[config.mk]
export PLATFORM = sky130hd
export DESIGN_NAME = hop_tx_top
export DESIGN_NICKNAME = d
export VERILOG_FILES = /design/src/design/hop_tx_pkg.sv /design/src/design/hop_sequencer.sv /design/src/design/scan_loader.sv /design/src/design/tone_nco.sv /design/src/design/tone_combiner.sv /design/src/design/gpio_mapper.sv /design/src/design/hop_tx_top.sv
export SDC_FILE = /design/constraint.sdc
export NUM_CORES = 2
export LEC_CHECK = 0
export ABC_AREA = 1
export BUFFER_PORTS_ARGS = -buffer_cell sky130_fd_sc_hd__buf_4
export CAP_MARGIN = 20
export CORE_UTILIZATION = 39
export DETAILED_ROUTE_END_ITERATION = 7
export GPL_ROUTABILITY_DRIVEN = 0
export PLACE_DENSITY = 0.56
export SLEW_MARGIN = 0
export SYNTH_ARGS = -nofsm -noshare
export SYNTH_HDL_FRONTEND = slang
export SYNTH_SLANG_ARGS = --single-unit
export TNS_END_PERCENT = 100
[constraint.sdc]
create_clock -name clk -period 6.5 [get_ports clk]
set_input_delay 0.975 -clock clk [delete_from_list [all_inputs] [get_ports clk]]
set_output_delay 0.975 -clock clk [all_outputs]
set_load 0.01 [all_outputs]
[src/design/hop_tx_pkg.sv]
package hop_tx_pkg;

  // Datapath widths.
  localparam int PHASE_W   = 24;
  localparam int DATA_W    = 16;
  localparam int GPIO_W    = 12;
  localparam int CODE_W    = 32;
  localparam int HOP_IDX_W = 6;

  // ==================================================
  // Front-panel pin map
  // ==================================================
  localparam int PIN_SYNC    = 0;
  localparam int PIN_HOLD    = 1;  // Input.
  localparam int PIN_LOAD    = 2;
  localparam int PIN_DATA    = 4;
  localparam int PIN_PHI_BAR = 6;
  localparam int PIN_PHI     = 8;
  localparam int PIN_ID      = 10;
  localparam int PIN_TX      = 11;

  localparam logic [GPIO_W-1:0] GPIO_OUT_MASK = GPIO_W'((1 << PIN_SYNC) | (1 << PIN_LOAD) |
    (1 << PIN_DATA) | (1 << PIN_PHI_BAR) | (1 << PIN_PHI) | (1 << PIN_ID) | (1 << PIN_TX));

  // Phase increments.
  localparam logic [PHASE_W-1:0] START_PH_INC = PHASE_W'(8192);
  localparam logic [PHASE_W-1:0] HOP_PH_STEP  = PHASE_W'(131072);
  localparam logic [PHASE_W-1:0] TONE_SPACING = PHASE_W'(4096);

  typedef enum logic [1:0] {
    ST_INIT,
    ST_LOC_SYNC,
    ST_HOP_SYNC,
    ST_HOP_TX
  } hop_state_t;

endpackage

[src/design/hop_sequencer.sv]
`timescale 1ns/10ps

module hop_sequencer #(
  parameter int SYNC_LEN = 16384,
  parameter int NUM_HOPS = 64
) (
  input  logic                             clk,
  input  logic                             reset,
  input  logic                             code_we,
  input  logic [hop_tx_pkg::HOP_IDX_W-1:0] code_addr,
  input  logic [hop_tx_pkg::CODE_W-1:0]    code_data,
  input  logic                             hold,
  input  logic                             scan_done,
  output logic                             scan_start,
  output logic [hop_tx_pkg::CODE_W-1:0]    scan_code,
  output logic                             tx_active,
  output logic                             sync_level,
  output logic [hop_tx_pkg::PHASE_W-1:0]   base_inc,
  output logic [hop_tx_pkg::HOP_IDX_W-1:0] hop_index,
  output hop_tx_pkg::hop_state_t           state
);
  import hop_tx_pkg::*;

  localparam int CNT_W = $clog2(SYNC_LEN + 1);
  localparam logic [CNT_W-1:0] SYNC_LAST = CNT_W'(SYNC_LEN - 1);
  localparam logic [HOP_IDX_W-1:0] LAST_HOP = HOP_IDX_W'(NUM_HOPS - 1);

  logic [CODE_W-1:0] code_table [0:(1 << HOP_IDX_W)-1];
  logic [CNT_W-1:0]  sync_cnt;

  // Hop code table written from the host side.
  always_ff @(posedge clk) begin
    if (code_we) code_table[code_addr] <= code_data;
  end

  assign scan_code  = code_table[hop_index];
  assign tx_active  = (state == ST_HOP_TX);
  assign sync_level = (state == ST_LOC_SYNC) || (state == ST_HOP_SYNC);

  // ==================================================
  // Hop state machine
  // ==================================================
  always_ff @(posedge clk) begin
    if (reset) begin
      state      <= ST_INIT;
      sync_cnt   <= '0;
      hop_index  <= '0;
      base_inc   <= START_PH_INC;
      scan_start <= 1'b0;
    end else begin
      scan_start <= 1'b0;
      case (state)
        ST_INIT: begin
          hop_index <= '0;
          base_inc  <= START_PH_INC;
          sync_cnt  <= SYNC_LAST;
          state     <= ST_LOC_SYNC;
        end
        ST_LOC_SYNC: begin
          if (sync_cnt == '0) begin
            sync_cnt <= SYNC_LAST;
            state    <= ST_HOP_SYNC;
          end else begin
            sync_cnt <= sync_cnt - 1'b1;
          end
        end
        ST_HOP_SYNC: begin
          if (!hold) begin  // Count frozen while held.
            if (sync_cnt == '0) begin
              scan_start <= 1'b1;
              state      <= ST_HOP_TX;
            end else begin
              sync_cnt <= sync_cnt - 1'b1;
            end
          end
        end
        ST_HOP_TX: begin
          if (scan_done) begin
            if (hop_index == LAST_HOP) begin
              state <= ST_INIT;
            end else begin
              hop_index <= hop_index + 1'b1;
              base_inc  <= base_inc + HOP_PH_STEP;
              sync_cnt  <= SYNC_LAST;
              state     <= ST_HOP_SYNC;
            end
          end
        end
        default: state <= ST_INIT;
      endcase
    end
  end

endmodule

[src/design/scan_loader.sv]
`timescale 1ns/10ps

module scan_loader #(
  parameter int SCAN_DIV = 20
) (
  input  logic                          clk,
  input  logic                          reset,
  input  logic                          scan_start,
  input  logic [hop_tx_pkg::CODE_W-1:0] scan_code,
  output logic                          scan_id,
  output logic                          scan_phi,
  output logic                          scan_phi_bar,
  output logic                          scan_data,
  output logic                          scan_load,
  output logic                          scan_done
);
  import hop_tx_pkg::*;

  localparam int DIV_W = (SCAN_DIV > 1) ? $clog2(SCAN_DIV) : 1;
  localparam int BIT_W = $clog2(CODE_W + 1);
  localparam int HALF  = SCAN_DIV / 2;

  logic              busy;
  logic [DIV_W-1:0]  div_cnt;
  logic [BIT_W-1:0]  bit_cnt;
  logic [CODE_W-1:0] shift_reg;
  logic              loading;
  logic              first_half;
  logic              period_end;

  assign loading    = (bit_cnt == BIT_W'(CODE_W));  // Bit slot after the last code bit.
  assign first_half = (div_cnt < DIV_W'(HALF));
  assign period_end = (div_cnt == DIV_W'(SCAN_DIV - 1));

  always_ff @(posedge clk) begin
    if (reset) begin
      busy      <= 1'b0;
      div_cnt   <= '0;
      bit_cnt   <= '0;
      scan_done <= 1'b0;
    end else begin
      scan_done <= 1'b0;
      if (!busy) begin
        if (scan_start) begin
          busy    <= 1'b1;
          div_cnt <= '0;
          bit_cnt <= '0;
        end
      end else if (period_end) begin
        div_cnt <= '0;
        if (loading) begin
          busy      <= 1'b0;
          scan_done <= 1'b1;
        end else begin
          bit_cnt <= bit_cnt + 1'b1;
        end
      end else begin
        div_cnt <= div_cnt + 1'b1;
      end
    end
  end

  // MSB first.
  always_ff @(posedge clk) begin
    if (!busy && scan_start) shift_reg <= scan_code;
    else if (busy && period_end) shift_reg <= {shift_reg[CODE_W-2:0], 1'b0};
  end

  assign scan_id      = busy;
  assign scan_phi     = busy && !loading && first_half;
  assign scan_phi_bar = busy && !loading && !first_half;
  assign scan_data    = busy && !loading && shift_reg[CODE_W-1];
  assign scan_load    = busy && loading;

endmodule

[src/design/tone_nco.sv]
`timescale 1ns/10ps

module tone_nco #(
  parameter int CHANNEL = 0
) (
  input  logic                                 clk,
  input  logic                                 reset,
  input  logic                                 tx_active,
  input  logic        [hop_tx_pkg::PHASE_W-1:0] base_inc,
  output logic signed [hop_tx_pkg::DATA_W-1:0]  cos_out,
  output logic signed [hop_tx_pkg::DATA_W-1:0]  sin_out,
  output logic                                 sample_valid
);
  import hop_tx_pkg::*;

  localparam logic [PHASE_W-1:0] CH_OFFSET = PHASE_W'(CHANNEL * TONE_SPACING);
  localparam logic [PHASE_W-1:0] QUARTER   = PHASE_W'(1) << (PHASE_W - 2);

  logic [PHASE_W-1:0] phase;
  logic [PHASE_W-1:0] ch_inc;

  // Triangle from the top DATA_W phase bits folded about the half turn.
  function automatic logic signed [DATA_W-1:0] tri_wave(input logic [PHASE_W-1:0] ph);
    logic        [DATA_W-2:0] fold;
    logic signed [DATA_W:0]   val;
    fold = ph[PHASE_W-1] ? ~ph[PHASE_W-2 -: DATA_W-1] : ph[PHASE_W-2 -: DATA_W-1];
    val  = (DATA_W+1)'(2 ** (DATA_W - 1) - 1) - $signed({1'b0, fold, 1'b0});
    return val[DATA_W-1:0];
  endfunction

  assign ch_inc = base_inc + CH_OFFSET;

  always_ff @(posedge clk) begin
    if (reset) begin
      phase        <= '0;
      sample_valid <= 1'b0;
    end else begin
      phase        <= tx_active ? phase + ch_inc : '0;
      sample_valid <= tx_active;
    end
  end

  always_ff @(posedge clk) begin
    cos_out <= tri_wave(phase);
    sin_out <= tri_wave(phase - QUARTER);  // Quarter turn behind.
  end

endmodule

[src/design/tone_combiner.sv]
`timescale 1ns/10ps

module tone_combiner #(
  parameter int NUM_TONES = 4
) (
  input  logic                                       clk,
  input  logic                                       reset,
  input  logic [NUM_TONES*hop_tx_pkg::DATA_W-1:0]    ch_cos,
  input  logic [NUM_TONES*hop_tx_pkg::DATA_W-1:0]    ch_sin,
  input  logic [NUM_TONES-1:0]                       ch_valid,
  output logic [hop_tx_pkg::DATA_W-1:0]              itx,
  output logic [hop_tx_pkg::DATA_W-1:0]              qtx,
  output logic                                       tx_valid
);
  import hop_tx_pkg::*;

  localparam int SHIFT = $clog2(NUM_TONES);
  localparam int SUM_W = DATA_W + SHIFT;

  logic signed [SUM_W-1:0] sum_i;
  logic signed [SUM_W-1:0] sum_q;

  // Full precision sum of all channels.
  always_comb begin
    sum_i = '0;
    sum_q = '0;
    for (int k = 0; k < NUM_TONES; k++) begin
      sum_i = sum_i + $signed(ch_cos[k*DATA_W +: DATA_W]);
      sum_q = sum_q + $signed(ch_sin[k*DATA_W +: DATA_W]);
    end
  end

  always_ff @(posedge clk) begin
    itx <= DATA_W'(sum_i >>> SHIFT);  // Scale back by channel count.
    qtx <= DATA_W'(sum_q >>> SHIFT);
  end

  always_ff @(posedge clk) begin
    if (reset) tx_valid <= 1'b0;
    else tx_valid <= &ch_valid;
  end

endmodule

[src/design/gpio_mapper.sv]
`timescale 1ns/10ps

module gpio_mapper (
  input  logic                          clk,
  input  logic                          reset,
  input  logic                          sync_level,
  input  logic                          tx_active,
  input  logic                          scan_id,
  input  logic                          scan_phi,
  input  logic                          scan_phi_bar,
  input  logic                          scan_data,
  input  logic                          scan_load,
  input  logic [hop_tx_pkg::GPIO_W-1:0] fp_gpio_in,
  output logic [hop_tx_pkg::GPIO_W-1:0] fp_gpio_out,
  output logic [hop_tx_pkg::GPIO_W-1:0] fp_gpio_ddr,
  output logic                          hold
);
  import hop_tx_pkg::*;

  logic [GPIO_W-1:0] pins;
  logic              hold_meta;

  always_comb begin
    pins               = '0;
    pins[PIN_SYNC]     = sync_level;
    pins[PIN_LOAD]     = scan_load;
    pins[PIN_DATA]     = scan_data;
    pins[PIN_PHI_BAR]  = scan_phi_bar;
    pins[PIN_PHI]      = scan_phi;
    pins[PIN_ID]       = scan_id;
    pins[PIN_TX]       = tx_active;
  end

  always_ff @(posedge clk) begin
    if (reset) begin
      fp_gpio_out <= '0;
      fp_gpio_ddr <= '0;
      hold_meta   <= 1'b0;
      hold        <= 1'b0;
    end else begin
      fp_gpio_out <= pins & GPIO_OUT_MASK;
      fp_gpio_ddr <= GPIO_OUT_MASK;
      hold_meta   <= fp_gpio_in[PIN_HOLD];  // Two-flop synchronizer.
      hold        <= hold_meta;
    end
  end

endmodule

[src/design/hop_tx_top.sv]
`timescale 1ns/10ps

module hop_tx_top #(
  parameter int NUM_TONES = 4,
  parameter int SYNC_LEN  = 16384,
  parameter int NUM_HOPS  = 64,
  parameter int SCAN_DIV  = 20
) (
  input  logic                             clk,
  input  logic                             reset,
  input  logic                             code_we,
  input  logic [hop_tx_pkg::HOP_IDX_W-1:0] code_addr,
  input  logic [hop_tx_pkg::CODE_W-1:0]    code_data,
  input  logic [hop_tx_pkg::GPIO_W-1:0]    fp_gpio_in,
  output logic [hop_tx_pkg::GPIO_W-1:0]    fp_gpio_out,
  output logic [hop_tx_pkg::GPIO_W-1:0]    fp_gpio_ddr,
  output logic [hop_tx_pkg::DATA_W-1:0]    itx,
  output logic [hop_tx_pkg::DATA_W-1:0]    qtx,
  output logic                             tx_valid,
  output logic [hop_tx_pkg::HOP_IDX_W-1:0] hop_index,
  output hop_tx_pkg::hop_state_t           state
);
  import hop_tx_pkg::*;

  logic                        hold, scan_start, scan_done;
  logic [CODE_W-1:0]           scan_code;
  logic                        tx_active, sync_level;
  logic [PHASE_W-1:0]          base_inc;
  logic                        scan_id, scan_phi, scan_phi_bar, scan_data, scan_load;
  logic [NUM_TONES*DATA_W-1:0] ch_cos, ch_sin;
  logic [NUM_TONES-1:0]        ch_valid;

  hop_sequencer #(.SYNC_LEN(SYNC_LEN), .NUM_HOPS(NUM_HOPS)) u_hop_sequencer (
    .clk, .reset, .code_we, .code_addr, .code_data, .hold, .scan_done,
    .scan_start, .scan_code, .tx_active, .sync_level, .base_inc, .hop_index, .state
  );

  scan_loader #(.SCAN_DIV(SCAN_DIV)) u_scan_loader (
    .clk, .reset, .scan_start, .scan_code, .scan_id, .scan_phi, .scan_phi_bar,
    .scan_data, .scan_load, .scan_done
  );

  // ==================================================
  // Tone bank
  // ==================================================
  for (genvar k = 0; k < NUM_TONES; k++) begin : g_tone
    tone_nco #(.CHANNEL(k)) u_tone_nco (
      .clk, .reset, .tx_active, .base_inc,
      .cos_out      (ch_cos[k*DATA_W +: DATA_W]),
      .sin_out      (ch_sin[k*DATA_W +: DATA_W]),
      .sample_valid (ch_valid[k])
    );
  end

  tone_combiner #(.NUM_TONES(NUM_TONES)) u_tone_combiner (
    .clk, .reset, .ch_cos, .ch_sin, .ch_valid, .itx, .qtx, .tx_valid
  );

  gpio_mapper u_gpio_mapper (
    .clk, .reset, .sync_level, .tx_active, .scan_id, .scan_phi, .scan_phi_bar,
    .scan_data, .scan_load, .fp_gpio_in, .fp_gpio_out, .fp_gpio_ddr, .hold
  );

endmodule

; Word level (Yosys, flattened, before mapping)
; Memory sizes are Yosys's and may differ from the RTL's. A register that Yosys moved wholly into a read port is not among the register bits.
; Index checks and enable logic that the tools add are counted.
[word_totals]
ramBits = 2048
memories = 1
regBits = 377
output_inout_bits = 65
inputBits = 53
[mem_list]
columns = name, words, width, rd, rd_clocked_by_memory_dff, write_ports, line_no
row1 = u_hop_sequencer.code_table, 64, 32, 1, 1, 1, hop_sequencer.sv:28  ; logic [CODE_W-1:0] code_table [0:(1 << HOP_IDX_W)-1];
[classes]
magnitude_cmp = 1
n_eq_ne = 14
addsub = 30
bitwise_logic = 12
muxes = 46
n_reduce_logical = 23
[op_table]
columns = operator, count
row1 = $mux W15, 13
row2 = $sub A15 B16 Y16 const A, 8
row3 = $not A15 Y15, 8
row4 = $add A24 B24 Y24, 4
row5 = $sub A24 B23 Y24 const B, 4
row6 = $mux W32, 2
row7 = $pmux W15 S4, 1
row8 = $add A24 B14 Y24 const B, 2
row9 = $mux W24, 2
row10 = $mux W6, 8
row11 = $pmux W24 S2, 1
row12 = $add A17 B16 Y18, 2
row13 = $add A18 B16 Y18, 2
row14 = $add A16 B16 Y17, 2
row15 = $add A24 B13 Y24 const B, 1
row16 = $add A24 B18 Y24 const B, 1
row17 = $ne A2 B2 Y1 const B, 8
row18 = $logic_not A15 Y1, 1
row19 = $mux W5, 3
row20 = $sub A15 B1 Y15 const B, 1
row21 = $add A6 B1 Y6 const B, 2
row22 = $eq A6 B6 Y1 const B, 2
row23 = $mux W12, 1
row24 = $pmux W6 S2, 1
row25 = 18 further kinds, 46

; Longest topological paths before layout
[logic_depth]
ltp_word = 6
depth_mapped = 15

; Modules after synthesis
; Synthesis repeated with hierarchy kept, for this count alone.
[unflattened]
cells_unflattened = 9869
area_unflattened_um2 = 104926.9
[by_module_without_submodules]
columns = mod, seq_area_each_um2, cells_each, area_per_inst_um2, instances
row1 = hop_sequencer, 62259.7, 7035, 84134.4, 1
row2 = tone_combiner, 660.6, 639, 4506.8, 1
row3 = tone_nco at g_tone[1].u_tone_nco, 1101.1, 493, 3544.6, 1
row4 = tone_nco at g_tone[3].u_tone_nco, 1101.1, 490, 3485.8, 1
row5 = tone_nco at g_tone[2].u_tone_nco, 1101.1, 493, 3459.6, 1
row6 = tone_nco at g_tone[0].u_tone_nco, 1101.1, 484, 3246.9, 1
row7 = scan_loader, 1221.2, 188, 2142.1, 1
row8 = gpio_mapper, 200.2, 47, 406.6, 1

; Worst setup path after synthesis
; Ideal clock, no wire load.
[synth_timing]
kind = in2reg
start = in code_we
end = mem u_hop_sequencer.code_table[62][0], enable pin
setup_time_ns = 0.502
arrival_ns = 4.477
path_slack_ns = 1.521
stages = 3
cell_sequence = clkbuf_1 > inv_1 > nor4_1
[synth_between]
elab_chain_cells = 2
[synth_lines]
columns = item, line_no
row1 = from (decl), hop_tx_top.sv:11  ; input logic code_we,
row2 = $mux W1, hop_sequencer.sv:33  ; if (code_we) code_table[code_addr] <= code_data;
row3 = $mux W1 (implied by the code), hop_sequencer.sv:33
row4 = to (decl), hop_sequencer.sv:28
; No other way between the ends.

==> flow_metrics.tcl <==
set metrics [dict create \
    die_h_um 506 \
    h-tree-depth 5 \
    crit_chain "inv_16 > buf_12 > nand2_1 > nand3_1 > nand3_1 > nand3_1 > nand3_1 > nand3_1 > nand3_1 > nand2_1" \
    grt_pass1_wl_um 411000 \
    cts.path.max_buffers 4 \
    layout.cells.non_filler 12230 \
    p_leak_nw 39.9 \
    fin_hold_ws_ns 0.297 \
    r2r_cells 10 \
    power_mw 37.6 \
    fin_area_um2 112000 \
    syn_area_per_cell_um2 11.4 \
    rsz0062_at_grt "no" \
    synth_area_um2 99200 \
    fin_nets 8930 \
    wl_per_cell_um 22.8 \
    drc 0 \
    die_x_um 506 \
    ff2ff_setup_slack_ns 2.58 \
    antenna_found_initial 14 \
    worstPathArrival_ns 4.56 \
    cap_violations 0 \
    dp_hpwl_um 146000 \
    insertion_delay_ns 0.93 \
    io_pins 118 \
    fin_tns_setup_ns 0 \
    synth_top_family_by_area "simple AND/OR/NAND/NOR gates" \
    final_cell_mix "nand2_1, nand3_1, edfxtp_1" \
    fmax_mhz 255 \
    layout-drive-gt1-share_pct 7.53 \
    dr.pass1.iters 6 \
    clkSlewWorstSetupHoldPaths_ns 0.06 \
    seq_area_frac_synth_pct 69.0 \
    ctsHoldBuffers 0 \
    drt_wl_total_um 279000 \
    status "finished clean" \
    grt_pass1_vias 62469 \
    grt_max_degree 231 \
    min_path_type "input pin to register" \
    ir_drop_mv 0.331 \
    start_kind "register" \
    cp.depth 10 \
    vias 65550 \
    track_usage_pct 21.4 \
    yosys.area_share.adder_pct 2.89 \
    cp_top_family "simple AND/OR/NAND/NOR gates" \
    critPathMaxStageDelay_ns 0.92 \
    largest_register_ffs 2048 \
    ys_warn_count 0 \
    endpoint "u_scan_loader.shift_reg[18]" \
    cts_buffers 275 \
    avgViaCountPerCell 5.36 \
    p_per_area_nw_per_um2 336 \
    synth_compound_area_share_pct 1.41 \
    cts_root_buf "clkbuf_16" \
    syn_inst 8669 \
    grt_overflow 0 \
    finalCritPeriodShare_pct 60.4 \
    ant_nets 0 \
    ys_ff_latch 2382 \
    drv_slew 0 \
    area_growth_pct 12.6 \
    cp-end-kind "register" \
    cts_tree "yes" \
    worstPathMaxFanout 230 \
    nFillCells 22969 \
    post-cts-setup-buffers 0 \
    place_area_um2 103000 \
    first_iter_violations 7209 \
    r2r_end "u_scan_loader.shift_reg[18]" \
    hold_viol 0 \
    slowest_stage "dfxtp_4" \
    synth_xor_area_share_pct 1.50 \
    relSlewSlack_pct 26.6 \
    synth.distinct_cells 47 \
    place_inst 11754 \
    ys.flop_type "edfxtp_1" \
    clkSinkCount 2382 \
    synthArstFlopShare_pct 0 \
    top_register "u_hop_sequencer.code_table" \
    core_area_um2 252000 \
    cts_resized 0 \
    path_buf_inv 2 \
    synth_edf_count 2080 \
    worstMarginPinSlew_ns 1.10 \
    final_common_cell "nand2_1" \
    critPathRequiredTime_ns 7.13 \
    die_area_um2 256000 \
    criticalPathCategory "register to register" \
    initial_utilization_pct 39.4 \
    synth.mux.area_fraction_pct 0 \
    setup_viol 0 \
    finClkSkew_ns 0.0521 \
    rows 184 \
    largestRegisters "u_hop_sequencer.code_table (2048), g_tone.u_tone_nco.phase (88)" \
    cp_common_cell "nand3_1" \
    io_buffers 96 \
    period_minus_slack_ns 3.92 \
    synthSimpleGateAreaFrac_pct 21.1 \
]
## cell type report
class	count	area, um2	share of cell area (%)
Timing Repair Buffer	226	2020	1.81
Antenna cell	13	32.5	0.0291
Inverter	337	1300	1.17
Clock buffer	342	7300	6.53
Sequential cell	2382	68500	61.3
Tap cell	3348	4190	3.75
Multi-Input combinational cell	5465	27300	24.4
Clock inverter	117	1050	0.942
## layer usage
| metal | routed length [um] | vias up | GRT usage, % |
|---|---|---|---|
| li1 | - | 30266 | - |
| met1 | 121000 | 32467 | 29.7 |
| met2 | 130000 | 2326 | 34.6 |
| met3 | 19100 | 489 | 3.10 |
| met4 | 8570 | 2 | 7.01 |
| met5 | 13 | - | 0 |
## Yosys cell counts (all sizes together), types with 4 or more instances
cell,instances,area [um2]
fa,65,1300
edfxtp,2080,62500
o21a,4,30.0
xor2,37,324
clkbuf,89,334
nor4,7,43.8
nor2,267,1020
nand2,2369,8900
xnor2,133,1160
inv,337,1270
a31oi,6,37.5
o21ai,85,433
dfxtp,302,6050
nor3,61,305
buf,417,2400
nand3,2093,10500
nand3b,6,45.0
a21oi,133,669
nand4,20,125
a211oi,9,67.6
ha,125,1560
## power breakdown
| part | switching (mW) | internal, mW |
|---|---|---|
| sequential | 0.183 | 16.8 |
| clock | 5.96 | 8.66 |
| combinational | 4.29 | 1.64 |
| total | 10.4 | 27.1 |
## logic make-up (layout without fill, tap and decap cells)
family,count (synthesis),in the layout
simple gates,4826,4826
compound gates,257,257
other cells,1,35
xor+xnor,170,170
fa+ha+maj,190,190
flops,2382,2382
buf+inv,843,1022
## worst min path at each step
| stage | start | endpoint | slack [ns] | cells after the start |
|---|---|---|---|---|
| after global placement | g_tone[0].u_tone_nco.phase[6] | g_tone[0].u_tone_nco.phase[6] | 0.42 | 2 |
| after detailed placement | g_tone[0].u_tone_nco.phase[4] | g_tone[0].u_tone_nco.phase[4] | 0.43 | 2 |
| after CTS | fp_gpio_in[1] | u_gpio_mapper.hold_meta | 0.24 | 3 |
| final | fp_gpio_in[1] | u_gpio_mapper.hold_meta | 0.30 | 3 |
| after global routing | fp_gpio_in[1] | u_gpio_mapper.hold_meta | 0.29 | 3 |
| after floorplan | u_gpio_mapper.hold_meta | u_gpio_mapper.hold | 0.39 | 2 |
## tightest hold or removal path: cells and delay by family
| family | cells | cell delay [ns] |
|---|---|---|
| buffers and inverters | 2 | 0.11 |
| AND/OR/NAND/NOR | 1 | 0.06 |
## through the flow
| step | setup WS, ns | utilization [%] |
|---|---|---|
| final | 2.58 | 44.3 |
| after global routing | 2.42 | 44.3 |
| after CTS | 2.64 | 44.3 |
| after detailed placement | 2.66 | 40.9 |
| after global placement | 2.68 | 40.9 |
| after floorplan | 1.52 | - |
(Power assumes the default switching activity.)
